===== src/hdl/neoVideoPkg.sv =====
`default_nettype none

package neoVideoPkg;

	// Pixel path field widths
	localparam int COLOR_W = 4;
	localparam int SPR_PAL_W = 8;
	localparam int FIX_PAL_W = 4;
	localparam int LB_ADDR_W = 8;	// One index per even/odd pair
	localparam int LB_ENTRY_W = SPR_PAL_W + COLOR_W;
	localparam int PAL_ADDR_W = 12;

	// Color index within a palette
	typedef logic [COLOR_W-1:0] colorT;

	// Sprite palette from P bus bits 23..16
	typedef logic [SPR_PAL_W-1:0] sprPalT;

	// Fix palette from P bus bits 19..16
	typedef logic [FIX_PAL_W-1:0] fixPalT;

	// Pair index, pixel 2n even bank, 2n+1 odd bank
	typedef logic [LB_ADDR_W-1:0] lbAddrT;

	// Sprite palette above color
	typedef logic [LB_ENTRY_W-1:0] lbEntryT;

	// Palette RAM address
	typedef logic [PAL_ADDR_W-1:0] palAddrT;

	// Entries per bank
	localparam int LB_DEPTH = 256;

	// Transparent entry left behind read-out
	localparam lbEntryT LB_CLEAR = '1;

	// Blanking address
	localparam palAddrT PA_BLANK = '0;

endpackage

`default_nettype wire


===== src/hdl/fixPixelPipe.sv =====
`timescale 1ns/1ps
`default_nettype none

module fixPixelPipe
(
	input wire CLK_SPR_PAL,
	input wire arstN,
	input wire fixLoad,						// Shift A into B, capture A
	input wire [7:0] fixD,					// Two pixels interleaved
	input wire neoVideoPkg::fixPalT fixPalIn,
	input wire dispOdd,
	output neoVideoPkg::colorT fixColor,	// Aligned with line buffer read
	output neoVideoPkg::fixPalT fixPal
);

	import neoVideoPkg::*;

	logic [7:0] fixByteA;
	logic [7:0] fixByteB;
	fixPalT fixPalA;
	fixPalT fixPalB;

	// Two byte stages, zero means transparent
	always_ff @(posedge CLK_SPR_PAL or negedge arstN)
	begin
		if (!arstN)
		begin
			fixByteA <= '0;
			fixByteB <= '0;
			fixPalA <= '0;
			fixPalB <= '0;
		end
		else if (fixLoad)
		begin
			fixByteB <= fixByteA;
			fixPalB <= fixPalA;
			fixByteA <= fixD;
			fixPalA <= fixPalIn;
		end
	end

	// Nibble demux, one cycle late like the buffer
	always_ff @(posedge CLK_SPR_PAL or negedge arstN)
	begin
		if (!arstN)
		begin
			fixColor <= '0;
			fixPal <= '0;
		end
		else
		begin
			if (dispOdd)
				fixColor <= {fixByteB[7], fixByteB[5], fixByteB[3], fixByteB[1]};
			else
				fixColor <= {fixByteB[6], fixByteB[4], fixByteB[2], fixByteB[0]};
			fixPal <= fixPalB;
		end
	end

endmodule

`default_nettype wire


===== config.mk =====
export PLATFORM = sky130hd
export DESIGN_NAME = fixPixelPipe
export DESIGN_NICKNAME = d
export VERILOG_FILES = /design/src/hdl/neoVideoPkg.sv /design/src/hdl/fixPixelPipe.sv
export SDC_FILE = /design/constraint.sdc
export NUM_CORES = 1
export LEC_CHECK = 0
export ABC_AREA = 1
export BUFFER_PORTS_ARGS = -buffer_cell sky130_fd_sc_hd__buf_2
export CORE_MARGIN = 1
export CORE_UTILIZATION = 23
export CTS_CLUSTER_DIAMETER = 50
export CTS_CLUSTER_SIZE = 10
export DETAILED_ROUTE_END_ITERATION = 8
export HOLD_SLACK_MARGIN = 0.1
export SYNTH_ARGS = -nofsm -noshare
export SYNTH_HDL_FRONTEND = slang
export SYNTH_SLANG_ARGS = --single-unit

===== constraint.sdc =====
create_clock -name CLK_SPR_PAL -period 0.8 [get_ports CLK_SPR_PAL]
set_input_delay 0.16 -clock CLK_SPR_PAL [delete_from_list [all_inputs] [get_ports CLK_SPR_PAL]]
set_output_delay 0.16 -clock CLK_SPR_PAL [all_outputs]
set_load 0.05 [all_outputs]

==> results of run 1 <==
-- stage by stage --
| step | std cells | power, mW | instance area (sq um) |
|---|---|---|---|
| after global placement | 214 | 2.41 | 1420 |
| after global routing | 235 | 3.94 | 1690 |
| after CTS | 235 | 3.81 | 1690 |
| after floorplan | 123 | 2.26 | 1230 |
| after detailed placement | 214 | 2.42 | 1420 |
| final | 235 | 3.75 | 1690 |
-- metal layers --
metal	routed length, um	track usage, %	vias up	part of all wire (%)
met5	0	0	-	0
met4	54	5.66	0	2.7
met3	109	4.02	7	5.4
met2	871	12.9	22	43
met1	1000	11.3	363	49
li1	-	-	448	-
-- cell usage in the layout, fill, tap and decap left out, drive strengths merged --
cell type    count
nand2           84
dfrtp           32
buf             26
dlygate4sd3     13
clkbuf           8
inv              2
-- state kept, by name, summed over array words and instances (netlist names) --
signal	flops
fixByteA	8
fixByteB	8
fixColor	4
fixPalA	4
fixPalB	4
fixPal	4
-- logic make-up (layout without fill, tap and decap cells) --
| family | after synthesis | in the layout | share of synthesized area, % |
|---|---|---|---|
| AND/OR/NAND/NOR | 84 | 84 | 27.8 |
| buffers and inverters | 7 | 49 | 6.94 |
| flip-flops | 32 | 32 | 65.3 |
-- layout make-up --
| type | count | area share, % |
|---|---|---|
| clock buffer | 8 | 5.33 |
| inverter | 2 | 0.889 |
| tap | 70 | 5.19 |
| timing repair buffer | 39 | 21.0 |
| multi-input combinational | 84 | 20.1 |
| sequential | 32 | 47.4 |
-- worst max-delay path by stage --
stage / start / endpoint / slack, ps / cells past startpoint
floorplan: fixColor[0] / fixColor[0] / 50 / 0
global placement: fixColor[2] / fixColor[2] / 80 / 1
detailed placement: fixLoad / fixByteA[6] / 70 / 4
CTS: fixColor[2] / fixColor[2] / -180 / 1
global route: fixPal[0] / fixPal[0] / -200 / 1
finish: fixPal[0] / fixPal[0] / -170 / 1
-- power by group through the flow --
stage	combinational (mW)	clock, mW	sequential [mW]
2_1_floorplan	0.202	0	2.05
3_3_place_gp	0.523	0	1.89
3_5_place_dp	0.528	0	1.89
4_1_cts	0.634	1.30	1.88
5_1_grt	0.693	1.34	1.90
6_report	0.622	1.25	1.88
-- timing repair --
| item | in CTS | in global routing |
|---|---|---|
| hold buffers | 13 | 0 |
| endpoints found under the hold margin | 44 | 0 |
| resized for setup | 16 | 0 |
| setup endpoints to repair | 8 | 8 |
| setup buffers | 0 | 0 |
==> flow_summary.html, run 1 <==
<table>
<tr><th>Metric</th><th>Value</th></tr>
<tr><th colspan="2">Floorplan</th></tr>
<tr><td>Die X-Extent</td><td>75.0 um</td></tr>
<tr><td>Height of the die</td><td>75.0 um</td></tr>
<tr><td>Row Count</td><td>26</td></tr>
<tr><td>Total die area</td><td>5630 sq um</td></tr>
<tr><td>Initial cell density of the core</td><td>24.0%</td></tr>
<tr><td>Area inside the core boundary</td><td>5110 sq um</td></tr>
<tr><td>I/O pin count</td><td>24</td></tr>
<tr><th colspan="2">STA</th></tr>
<tr><td>Pins Over Slew Limit</td><td>0</td></tr>
<tr><td>Worst clock skew</td><td>2.31 ps</td></tr>
<tr><td>Post-route clock period utilization</td><td>121%</td></tr>
<tr><td>Final TNS setup</td><td>-1290 ps</td></tr>
<tr><td>Final Setup Violations</td><td>8</td></tr>
<tr><td>Min cycle time layout</td><td>967 ps</td></tr>
<tr><td>Final WS setup</td><td>-167 ps</td></tr>
<tr><td>Worst-margin pin slew</td><td>199 ps</td></tr>
<tr><td>Highest attainable clock frequency</td><td>1.03 GHz</td></tr>
<tr><td>Final Hold Fails</td><td>0</td></tr>
<tr><td>Hold Slack</td><td>150 ps</td></tr>
<tr><td>Setup repair after global routing missed its margin</td><td>true</td></tr>
<tr><td>Remaining max-slew budget at the tightest pin</td><td>86.7%</td></tr>
<tr><th colspan="2">Critical path</th></tr>
<tr><td>WS Path Type</td><td>reg2out</td></tr>
<tr><td>Critical register-to-register path startpoint</td><td>fixByteB[0]</td></tr>
<tr><td>Largest delay contributor family on the critical path</td><td>flip-flops</td></tr>
<tr><td>CP Capture Type</td><td>output pin</td></tr>
<tr><td>CP max stage delay</td><td>380 ps</td></tr>
<tr><td>Critical-path cell list</td><td>buf_6</td></tr>
<tr><td>Endpoint of the lowest-slack register-to-register path</td><td>fixColor[0]</td></tr>
<tr><td>Critical path arrival</td><td>810 ps</td></tr>
<tr><td>Crit path buf inv count</td><td>1</td></tr>
<tr><td>Critical path fanouts, max</td><td>1</td></tr>
<tr><td>Critical-path top delay cell</td><td>dfrtp_1</td></tr>
<tr><td>Critical path data required time</td><td>640 ps</td></tr>
<tr><td>Critical path launch point type</td><td>register</td></tr>
<tr><td>Minimum setup slack among reg-to-reg paths</td><td>160 ps</td></tr>
<tr><td>Worst reg-to-reg path cell count</td><td>2</td></tr>
<tr><th colspan="2">Routing</th></tr>
<tr><td>Per-cell via count in the routed design</td><td>3.57</td></tr>
<tr><td>Total vias in the final route</td><td>840</td></tr>
<tr><td>Final routed DRC violation total</td><td>0</td></tr>
<tr><td>Total wirelength of the detailed-routed design</td><td>2040 um</td></tr>
<tr><td>Pre-antenna DRT Iters</td><td>4</td></tr>
<tr><td>Number of DRC markers in iteration 0</td><td>31</td></tr>
<tr><td>Count of nets left with antenna violations after detail routing</td><td>0</td></tr>
<tr><td>Detail-routed net length per standard cell</td><td>8.67 um</td></tr>
<tr><th colspan="2">Clock network</th></tr>
<tr><td>CTS Root Buffer Type</td><td>clkbuf_8</td></tr>
<tr><td>Number of clock buffers inserted by TritonCTS</td><td>5</td></tr>
<tr><td>Clock-pin slew reported for the worst setup and hold paths after clock tree synthesis</td><td>60 ps</td></tr>
<tr><td>CTS tree</td><td>done</td></tr>
<tr><td>Maximum clock path buffer count</td><td>2</td></tr>
<tr><td>Insertion delay of the later-clocked pin in the worst-skew pair</td><td>280 ps</td></tr>
<tr><td>Clock H-tree levels</td><td>2</td></tr>
<tr><td>Clock sink count</td><td>32</td></tr>
<tr><th colspan="2">Cells and area</th></tr>
<tr><td>Area Overhead vs Synth</td><td>37.8%</td></tr>
<tr><td>Final layout net count</td><td>180</td></tr>
<tr><td>Register cell area after layout</td><td>801 sq um</td></tr>
<tr><td># diodes</td><td>0</td></tr>
<tr><td>Post-Route Utilization</td><td>33.1%</td></tr>
<tr><td>Ratio of cells with drive above 1 in the final layout</td><td>26.1%</td></tr>
<tr><td># fillers</td><td>551</td></tr>
<tr><td>Area used by multi-input combinational logic</td><td>340 sq um</td></tr>
<tr><th colspan="2">Flow run</th></tr>
<tr><td>Count of max-cap constraint violations</td><td>0</td></tr>
<tr><th colspan="2">Synth</th></tr>
<tr><td>Post-synthesis instance total</td><td>123</td></tr>
<tr><td>Most used standard cells in the synthesized netlist</td><td>nand2_1, dfrtp_1, nand2_2</td></tr>
<tr><td>Netlist area before placement</td><td>1230 sq um</td></tr>
<tr><td>Synth Flop Type</td><td>dfrtp_1</td></tr>
<tr><td>Top-count cell post-synth</td><td>nand2_1</td></tr>
<tr><td>Share of Yosys cell area claimed by the top area cell type</td><td>65.3%</td></tr>
<tr><td>Post-synthesis async set-or-reset flop share</td><td>100%</td></tr>
<tr><td>Cells taking the most area after synthesis</td><td>dfrtp_1, nand2_1, nand2_2, clkbuf_8, buf_6</td></tr>
<tr><td>Post-synthesis net count</td><td>139</td></tr>
<tr><td>Number of storage elements in the synthesis netlist</td><td>32</td></tr>
<tr><td>Yosys warning count</td><td>0</td></tr>
<tr><td>Post-synthesis area per instance</td><td>9.97 sq um</td></tr>
<tr><td>Post-synth EDFFs</td><td>0</td></tr>
<tr><td>Distinct cells, synth</td><td>8</td></tr>
<tr><td>Sequential element share of the synthesized area</td><td>65.3%</td></tr>
<tr><td>Cell taking the most area after synthesis</td><td>dfrtp_1</td></tr>
<tr><th colspan="2">Power</th></tr>
<tr><td>Combinational share of power</td><td>16.6%</td></tr>
<tr><td>Cell-internal power</td><td>2.75 mW</td></tr>
<tr><td>Maximum VDD drop</td><td>729 uV</td></tr>
<tr><td>Sw Ratio</td><td>26.7%</td></tr>
<tr><td>Portion of total power attributed to sequential cells</td><td>50.0%</td></tr>
<tr><td>Switching power of the nets</td><td>1.00 mW</td></tr>
<tr><td>Pwr/cell area</td><td>2220 nW/um^2</td></tr>
<tr><td>P_leak</td><td>0.889 nW</td></tr>
<tr><td>Clock power frac</td><td>33.4%</td></tr>
<tr><th colspan="2">Global route</th></tr>
<tr><td>Global route total overflow</td><td>0</td></tr>
<tr><td>Wire length of the first global-routing pass</td><td>3590 um</td></tr>
<tr><td>Vias in the first global route</td><td>808</td></tr>
<tr><td>Tot GR Track Use</td><td>9.08%</td></tr>
<tr><td>Maximum number of pins on one net before global-route repair</td><td>33</td></tr>
<tr><td>Initial antenna violation count</td><td>0</td></tr>
<tr><th colspan="2">Worst hold path</th></tr>
<tr><td>Hold Crit Endpoint</td><td>fixColor[2]</td></tr>
<tr><td>Hold Path Cell Cnt</td><td>3</td></tr>
<tr><td>Origin of the worst min-delay path</td><td>dispOdd</td></tr>
<tr><td>Tightest Hold Check Type</td><td>in2reg</td></tr>
<tr><th colspan="2">Run status</th></tr>
<tr><td>Violations in the final reports</td><td>setup timing</td></tr>
<tr><td>Run status</td><td>finished with violations</td></tr>
<tr><th colspan="2">Placed design</th></tr>
<tr><td>HPWL after DPL</td><td>1330 um</td></tr>
<tr><td>IO buf count</td><td>23</td></tr>
<tr><td>Placer congestion estimate</td><td>0.668</td></tr>
<tr><td>Worst slack after detailed placement</td><td>69.3 ps</td></tr>
</table>
(Power assumes the default switching activity.)
==> inputs of run 2 (changes only) <==
- ABC_AREA: 1 -> default
- CTS_CLUSTER_SIZE: 10 -> 24
==> run 2 against run 1 <==
The run still ends with setup timing left. Non-clock buffer count shrank 12. Global-route usage shrank 0.86 points. Utilization shrank 2.1 points. Setup slack lost 2.2 ps. Routed wire length shrank 5.2%. Die area grew 1.3%. Sequential power grew 3%. First-iteration DRC count shrank 32%. Via count shrank 29%. Register-to-register slack lost 130 ps. Largest cell class unchanged. Largest power group unchanged. Highest routed layer unchanged.
==> flow_summary.html, run 2 <==
<table>
<tr><th>Metric</th><th>Value</th></tr>
<tr><th colspan="2">Run status</th></tr>
<tr><td>Run status</td><td>finished with violations</td></tr>
<tr><td>Violations in the final reports</td><td>setup timing</td></tr>
<tr><th colspan="2">Clock network</th></tr>
<tr><td>Number of buffers inserted by post-CTS setup repair</td><td>0</td></tr>
<tr><td>CTS tree</td><td>done</td></tr>
<tr><td>Clock H-tree levels</td><td>2</td></tr>
<tr><td>Maximum clock path buffer count</td><td>2</td></tr>
<tr><td>Clock-pin slew reported for the worst setup and hold paths after clock tree synthesis</td><td>60 ps</td></tr>
<tr><td>Number of clock buffers inserted by TritonCTS</td><td>5</td></tr>
<tr><td>CTS Root Buffer Type</td><td>clkbuf_8</td></tr>
<tr><td>Clock sink count</td><td>32</td></tr>
<tr><td>Insertion delay of the later-clocked pin in the worst-skew pair</td><td>280 ps</td></tr>
<tr><th colspan="2">Critical path</th></tr>
<tr><td>Crit path buf inv count</td><td>1</td></tr>
<tr><td>WS Path Type</td><td>reg2out</td></tr>
<tr><td>Largest delay contributor family on the critical path</td><td>flip-flops</td></tr>
<tr><td>Critical path launch point type</td><td>register</td></tr>
<tr><td>CP max stage delay</td><td>380 ps</td></tr>
<tr><td>Logic depth of the worst path, buffers included</td><td>1</td></tr>
<tr><td>Minimum setup slack among reg-to-reg paths</td><td>30 ps</td></tr>
<tr><td>Critical path data required time</td><td>640 ps</td></tr>
<tr><td>Crit path to</td><td>fixColor[2]</td></tr>
<tr><td>Critical register-to-register path startpoint</td><td>fixByteB[2]</td></tr>
<tr><td>Critical-path cell list</td><td>buf_6</td></tr>
<tr><td>CP Capture Type</td><td>output pin</td></tr>
<tr><td>Worst reg-to-reg path cell count</td><td>1</td></tr>
<tr><td>Endpoint of the lowest-slack register-to-register path</td><td>fixByteB[2]</td></tr>
<tr><td>Critical path arrival</td><td>810 ps</td></tr>
<tr><td>Critical path origin</td><td>fixColor[2]</td></tr>
<tr><td>Critical path fanouts, max</td><td>1</td></tr>
<tr><td>Critical-path top delay cell</td><td>dfrtp_1</td></tr>
<tr><th colspan="2">Cells and area</th></tr>
<tr><td>Final non-filler cell total</td><td>164</td></tr>
<tr><td>Largest registers</td><td>fixByteA x8, fixByteB x8</td></tr>
<tr><td># diodes</td><td>0</td></tr>
<tr><td>Most common cell after layout, fill and taps aside</td><td>dfrtp_1</td></tr>
<tr><td>Final layout net count</td><td>110</td></tr>
<tr><td>Register cell area after layout</td><td>801 sq um</td></tr>
<tr><td>Commonest cells after routing, fill and taps aside</td><td>dfrtp_1, mux2_4, buf_2</td></tr>
<tr><td>Area used by multi-input combinational logic</td><td>390 sq um</td></tr>
<tr><td>Ratio of cells with drive above 1 in the final layout</td><td>63.8%</td></tr>
<tr><td>Post-Route Utilization</td><td>31.0%</td></tr>
<tr><td># fillers</td><td>553</td></tr>
<tr><td>Area Overhead vs Synth</td><td>28.1%</td></tr>
<tr><th colspan="2">STA</th></tr>
<tr><td>Final Setup Violations</td><td>8</td></tr>
<tr><td>Pins Over Slew Limit</td><td>0</td></tr>
<tr><td>Remaining max-slew budget at the tightest pin</td><td>88.4%</td></tr>
<tr><td>Worst clock skew</td><td>1.81 ps</td></tr>
<tr><td>Final Hold Fails</td><td>0</td></tr>
<tr><td>Final TNS setup</td><td>-1300 ps</td></tr>
<tr><td>Final WS setup</td><td>-169 ps</td></tr>
<tr><td>Highest attainable clock frequency</td><td>1.03 GHz</td></tr>
<tr><td>Worst-margin pin slew</td><td>174 ps</td></tr>
<tr><td>Setup repair after global routing missed its margin</td><td>true</td></tr>
<tr><td>Post-route clock period utilization</td><td>121%</td></tr>
<tr><td>Hold Slack</td><td>110 ps</td></tr>
<tr><td>Min cycle time layout</td><td>969 ps</td></tr>
<tr><th colspan="2">Global route</th></tr>
<tr><td>Maximum number of pins on one net before global-route repair</td><td>33</td></tr>
<tr><td>Vias in the first global route</td><td>637</td></tr>
<tr><td>Global route total overflow</td><td>0</td></tr>
<tr><td>Initial antenna violation count</td><td>0</td></tr>
<tr><td>Tot GR Track Use</td><td>8.23%</td></tr>
<tr><td>Wire length of the first global-routing pass</td><td>3170 um</td></tr>
<tr><th colspan="2">Routing</th></tr>
<tr><td>Total wirelength of the detailed-routed design</td><td>1930 um</td></tr>
<tr><td>Final routed DRC violation total</td><td>0</td></tr>
<tr><td>Total vias in the final route</td><td>596</td></tr>
<tr><td>Per-cell via count in the routed design</td><td>3.63</td></tr>
<tr><td>Pre-antenna DRT Iters</td><td>3</td></tr>
<tr><td>Detail-routed net length per standard cell</td><td>11.8 um</td></tr>
<tr><td>Number of DRC markers in iteration 0</td><td>21</td></tr>
<tr><td>Routed wl met3</td><td>104 um</td></tr>
<tr><td>Met1 Routed Length</td><td>953 um</td></tr>
<tr><td>Count of nets left with antenna violations after detail routing</td><td>0</td></tr>
<tr><td>Sum of met2 wire segment lengths after detailed routing</td><td>819 um</td></tr>
<tr><td>Highest routed metal layer</td><td>met4</td></tr>
<tr><th colspan="2">Placed design</th></tr>
<tr><td>HPWL after DPL</td><td>1310 um</td></tr>
<tr><td>Placed cell count</td><td>156</td></tr>
<tr><td>IO buf count</td><td>23</td></tr>
<tr><td>Placer congestion estimate</td><td>0.733</td></tr>
<tr><th colspan="2">Power</th></tr>
<tr><td>P_leak</td><td>0.752 nW</td></tr>
<tr><td>Pwr/cell area</td><td>2450 nW/um^2</td></tr>
<tr><td>Total design power</td><td>3.90 mW</td></tr>
<tr><td>Maximum VDD drop</td><td>1140 uV</td></tr>
<tr><th colspan="2">Floorplan</th></tr>
<tr><td>Initial cell density of the core</td><td>24.2%</td></tr>
<tr><td>I/O pin count</td><td>24</td></tr>
<tr><td>Total die area</td><td>5700 sq um</td></tr>
<tr><td>Area inside the core boundary</td><td>5140 sq um</td></tr>
<tr><td>Row Count</td><td>26</td></tr>
<tr><td>Height of the die</td><td>75.5 um</td></tr>
<tr><td>Die X-Extent</td><td>75.5 um</td></tr>
<tr><th colspan="2">Synth</th></tr>
<tr><td>Most used standard cells in the synthesized netlist</td><td>dfrtp_1, mux2_4, mux2_2</td></tr>
<tr><td>Sequential element share of the synthesized area</td><td>64.5%</td></tr>
<tr><td>Post-synthesis net count</td><td>79</td></tr>
<tr><td>Post-synthesis area per instance</td><td>19.7 sq um</td></tr>
<tr><td>Distinct cells, synth</td><td>5</td></tr>
<tr><td>Post-synthesis async set-or-reset flop share</td><td>100%</td></tr>
<tr><td>Post-synth EDFFs</td><td>0</td></tr>
<tr><td>Cell taking the most area after synthesis</td><td>dfrtp_1</td></tr>
<tr><td>Top-count cell post-synth</td><td>dfrtp_1</td></tr>
<tr><td>Yosys warning count</td><td>0</td></tr>
<tr><td>Number of storage elements in the synthesis netlist</td><td>32</td></tr>
<tr><td>Synth Flop Type</td><td>dfrtp_1</td></tr>
<tr><td>Post-synthesis instance total</td><td>63</td></tr>
<tr><td>Netlist area before placement</td><td>1240 sq um</td></tr>
<tr><td>Cells taking the most area after synthesis</td><td>dfrtp_1, mux2_4, mux2_2, buf_12, buf_6</td></tr>
<tr><td>Share of Yosys cell area claimed by the top area cell type</td><td>64.5%</td></tr>
<tr><th colspan="2">Worst hold path</th></tr>
<tr><td>Tightest Hold Check Type</td><td>in2reg</td></tr>
<tr><td>Origin of the worst min-delay path</td><td>fixD[4]</td></tr>
<tr><th colspan="2">Flow run</th></tr>
<tr><td>Count of max-cap constraint violations</td><td>0</td></tr>
</table>
==> run 2: cell count changes after synthesis, sizes merged <==
| cell | before | now |
|---|---|---|
| nand2 | 84 | 0 |
| mux2 | 0 | 28 |
| clkbuf | 2 | 0 |
| inv | 2 | 0 |
==> run 2: cell type report <==
cell class / count / area share (%)
Sequential cell: 32 / 50.3
Timing Repair Buffer: 27 / 14.8
Clock inverter: 1 / 0.314
Tap cell: 70 / 5.50
Clock buffer: 6 / 4.56
Multi-Input combinational cell: 28 / 24.5
==> run 2: metrics by stage <==
stage                     area, sq um  setup WS, ps
after global placement           1450          -135
after floorplan                  1250         -18.2
after global routing             1590          -212
after CTS                        1590          -187
after detailed placement         1450          -152
final                            1590          -169
==> run 2: logic make-up (layout without fill, tap and decap cells) <==
logic type	Yosys count	in the layout	share of synthesized area [%]
buffers and inverters	3	34	4.13
flip-flops	32	32	64.5
multiplexers	28	28	31.4
==> run 2: worst min-delay path by stage <==
stage                     cells past startpoint  slack, ps           to
after floorplan                               0       -140  fixByteA[0]
after global placement                        2        120    fixPal[1]
after detailed placement                      2        130    fixPal[1]
after CTS                                     2        100  fixByteA[4]
after global routing                          2        100   fixPalA[0]
final                                         2        110  fixByteA[4]
==> run 2: power breakdown <==
| part | switching, mW | internal, mW | leakage (nW) |
|---|---|---|---|
| Combinational | 0.391 | 0.414 | 0.336 |
| Sequential | 0.107 | 1.84 | 0.375 |
| Clock | 0.557 | 0.590 | 0.0410 |
==> run 2: layer usage <==
layer	GRT usage, %	up-vias
met2	10.8	19
met1	10.4	294
li1	-	276
met3	3.84	7
met5	0	-
met4	6.17	0
==> run 2: what timing repair did <==
item / in CTS / in global routing
hold buffers: 1 / 0
resized for setup: 16 / 0
setup endpoints to repair: 8 / 8
hold endpoints to repair: 33 / 0
==> inputs of run 3 (changes only) <==
- CORE_UTILIZATION: 23 -> 51
- PLACE_DENSITY: default -> 0.75
- RECOVER_POWER: default -> 100
==> run 3 against run 2 <==
The flow still finishes with violations (setup timing). Fmax decreased by 4.7%. Critical path depth unchanged. Utilization increased by 35 points. Register-to-register slack got worse by 20 ps. Via count increased by 3.2%. Clock skew increased by 9.8 ps. Combinational power decreased by 3.7%. Die area decreased by 54%. Sequential share of layout area increased by 3.5 points. Critical endpoint is now fixColor[3].
==> flow_summary.html, run 3 (synthesized netlist as in run 2, its figures left out) <==
<table>
<tr><th>Metric</th><th>Value</th></tr>
<tr><th colspan="2">Run status</th></tr>
<tr><td>Run status</td><td>finished with violations</td></tr>
<tr><td>Violations in the final reports</td><td>setup timing</td></tr>
<tr><th colspan="2">Routing</th></tr>
<tr><td>Per-cell via count in the routed design</td><td>5.00</td></tr>
<tr><td>Number of DRC markers in iteration 0</td><td>5</td></tr>
<tr><td>Total vias in the final route</td><td>615</td></tr>
<tr><td>Final routed DRC violation total</td><td>0</td></tr>
<tr><td>Detail-routed net length per standard cell</td><td>14.0 um</td></tr>
<tr><td>Pre-antenna DRT Iters</td><td>4</td></tr>
<tr><td>Total wirelength of the detailed-routed design</td><td>1730 um</td></tr>
<tr><td>Count of nets left with antenna violations after detail routing</td><td>0</td></tr>
<tr><th colspan="2">Global route</th></tr>
<tr><td>Wire length of the first global-routing pass</td><td>2970 um</td></tr>
<tr><td>Maximum number of pins on one net before global-route repair</td><td>33</td></tr>
<tr><td>Tot GR Track Use</td><td>17.1%</td></tr>
<tr><td>Vias in the first global route</td><td>613</td></tr>
<tr><td>Global route total overflow</td><td>0</td></tr>
<tr><td>Initial antenna violation count</td><td>0</td></tr>
<tr><th colspan="2">Critical path</th></tr>
<tr><td>WS Path Type</td><td>reg2out</td></tr>
<tr><td>Critical-path cell list</td><td>buf_6</td></tr>
<tr><td>Critical-path top delay cell</td><td>dfrtp_1</td></tr>
<tr><td>Critical path arrival</td><td>860 ps</td></tr>
<tr><td>Critical path data required time</td><td>640 ps</td></tr>
<tr><td>Critical path launch point type</td><td>register</td></tr>
<tr><td>Largest delay contributor family on the critical path</td><td>flip-flops</td></tr>
<tr><td>Crit path buf inv count</td><td>1</td></tr>
<tr><td>Critical path fanouts, max</td><td>1</td></tr>
<tr><td>CP Capture Type</td><td>output pin</td></tr>
<tr><td>CP max stage delay</td><td>390 ps</td></tr>
<tr><th colspan="2">Clock network</th></tr>
<tr><td>Clock H-tree levels</td><td>2</td></tr>
<tr><td>Number of clock buffers inserted by TritonCTS</td><td>5</td></tr>
<tr><td>Clock sink count</td><td>32</td></tr>
<tr><td>Insertion delay of the later-clocked pin in the worst-skew pair</td><td>320 ps</td></tr>
<tr><td>Hold buffers post-CTS</td><td>1</td></tr>
<tr><td>CTS Root Buffer Type</td><td>clkbuf_4</td></tr>
<tr><td>CTS tree</td><td>done</td></tr>
<tr><td>Number of buffers inserted by post-CTS setup repair</td><td>0</td></tr>
<tr><td>Clock-pin slew reported for the worst setup and hold paths after clock tree synthesis</td><td>90 ps</td></tr>
<tr><td>Maximum clock path buffer count</td><td>2</td></tr>
<tr><th colspan="2">STA</th></tr>
<tr><td>Final WS setup</td><td>-216 ps</td></tr>
<tr><td>Worst-margin pin slew</td><td>421 ps</td></tr>
<tr><td>Highest attainable clock frequency</td><td>0.984 GHz</td></tr>
<tr><td>Min cycle time layout</td><td>1020 ps</td></tr>
<tr><td>Pins Over Slew Limit</td><td>0</td></tr>
<tr><td>Final Setup Violations</td><td>8</td></tr>
<tr><td>Worst clock skew</td><td>11.6 ps</td></tr>
<tr><td>Final Hold Fails</td><td>0</td></tr>
<tr><td>Remaining max-slew budget at the tightest pin</td><td>72.0%</td></tr>
<tr><td>Setup repair after global routing missed its margin</td><td>true</td></tr>
<tr><td>Post-route clock period utilization</td><td>127%</td></tr>
<tr><th colspan="2">Floorplan</th></tr>
<tr><td>I/O pin count</td><td>24</td></tr>
<tr><td>Initial cell density of the core</td><td>55.1%</td></tr>
<tr><td>Height of the die</td><td>51.4 um</td></tr>
<tr><td>Row Count</td><td>17</td></tr>
<tr><td>Total die area</td><td>2640 sq um</td></tr>
<tr><td>Die X-Extent</td><td>51.4 um</td></tr>
<tr><td>Area inside the core boundary</td><td>2250 sq um</td></tr>
<tr><th colspan="2">Cells and area</th></tr>
<tr><td># fillers</td><td>171</td></tr>
<tr><td>Ratio of cells with drive above 1 in the final layout</td><td>61.1%</td></tr>
<tr><td>Most common cell after layout, fill and taps aside</td><td>dfrtp_1</td></tr>
<tr><td># diodes</td><td>0</td></tr>
<tr><td>Largest registers</td><td>fixByteA x8, fixByteB x8</td></tr>
<tr><td>Final non-filler cell total</td><td>123</td></tr>
<tr><td>Area Overhead vs Synth</td><td>19.7%</td></tr>
<tr><td>Commonest cells after routing, fill and taps aside</td><td>dfrtp_1, mux2_4, buf_2</td></tr>
<tr><td>Final layout net count</td><td>110</td></tr>
<tr><th colspan="2">Power</th></tr>
<tr><td>P_leak</td><td>0.725 nW</td></tr>
<tr><td>Total design power</td><td>3.65 mW</td></tr>
<tr><td>Pwr/cell area</td><td>2450 nW/um^2</td></tr>
<tr><td>Maximum VDD drop</td><td>1800 uV</td></tr>
<tr><th colspan="2">Flow run</th></tr>
<tr><td>Count of max-cap constraint violations</td><td>0</td></tr>
<tr><th colspan="2">Placed design</th></tr>
<tr><td>IO buf count</td><td>23</td></tr>
<tr><td>Placer congestion estimate</td><td>0.654</td></tr>
<tr><td>Placed cell count</td><td>114</td></tr>
<tr><th colspan="2">Worst hold path</th></tr>
<tr><td>Tightest Hold Check Type</td><td>in2reg</td></tr>
</table>
[run 3: area by class of cell]
class | count | area [sq um] | share of cell area (%)
clock buffers | 8 | 58.8 | 3.95
repair buffers | 27 | 210 | 14.1
flip-flops and latches | 32 | 801 | 53.8
well taps | 28 | 35.0 | 2.35
multi-input cells | 28 | 383 | 25.7
[run 3: power breakdown]
group          internal [mW]  switching, mW
combinational          0.392          0.384
clock                  0.433          0.491
sequential              1.83          0.116
total                   2.66          0.991
[run 3: worst paths after layout]
kind / start / end / slack, ps / cells after the start
worst max-delay path: fixColor[3] / fixColor[3] / -220 / 1
worst min-delay path: fixD[0] / fixByteA[0] / 60 / 2
worst max register to register: fixPalA[2] / fixPalA[2] / 10 / 1
worst min register to register: fixPalB[3] / fixPal[3] / 390 / 0
max in group asynchronous: arstN / fixPal[1] / 80 / 3
min in group asynchronous: arstN / fixColor[0] / 410 / 3
[run 3: what timing repair did]
item                       in CTS  in global routing
gates resized for setup        16                  0
setup endpoints to repair       8                 11
hold endpoints to repair       44                 12
pin swaps                       0                  0
[run 3: metal layers]
metal  wire length (um)  vias to the layer above  track usage, %  part of all wire [%]
li1                   -                      278               -                     -
met1                762                      314            22.1                    44
met2                860                       18            24.1                    50
met3                 77                        5            6.25                   4.5
met4                 24                        0            10.8                   1.4
met5                  0                        -               0                     0
[run 3: stage by stage]
stage	TNS, ps	hold WS, ps	util, %	setup WS [ps]	cell area, sq um
2_1_floorplan	-364	-136	-	-18.2	1250
3_3_place_gp	-2260	124	61.6	-131	1390
3_5_place_dp	-2510	127	61.6	-151	1390
4_1_cts	-1770	56.6	66.9	-229	1510
5_1_grt	-2010	43.4	66.0	-262	1490
6_report	-1650	61.8	66.0	-216	1490
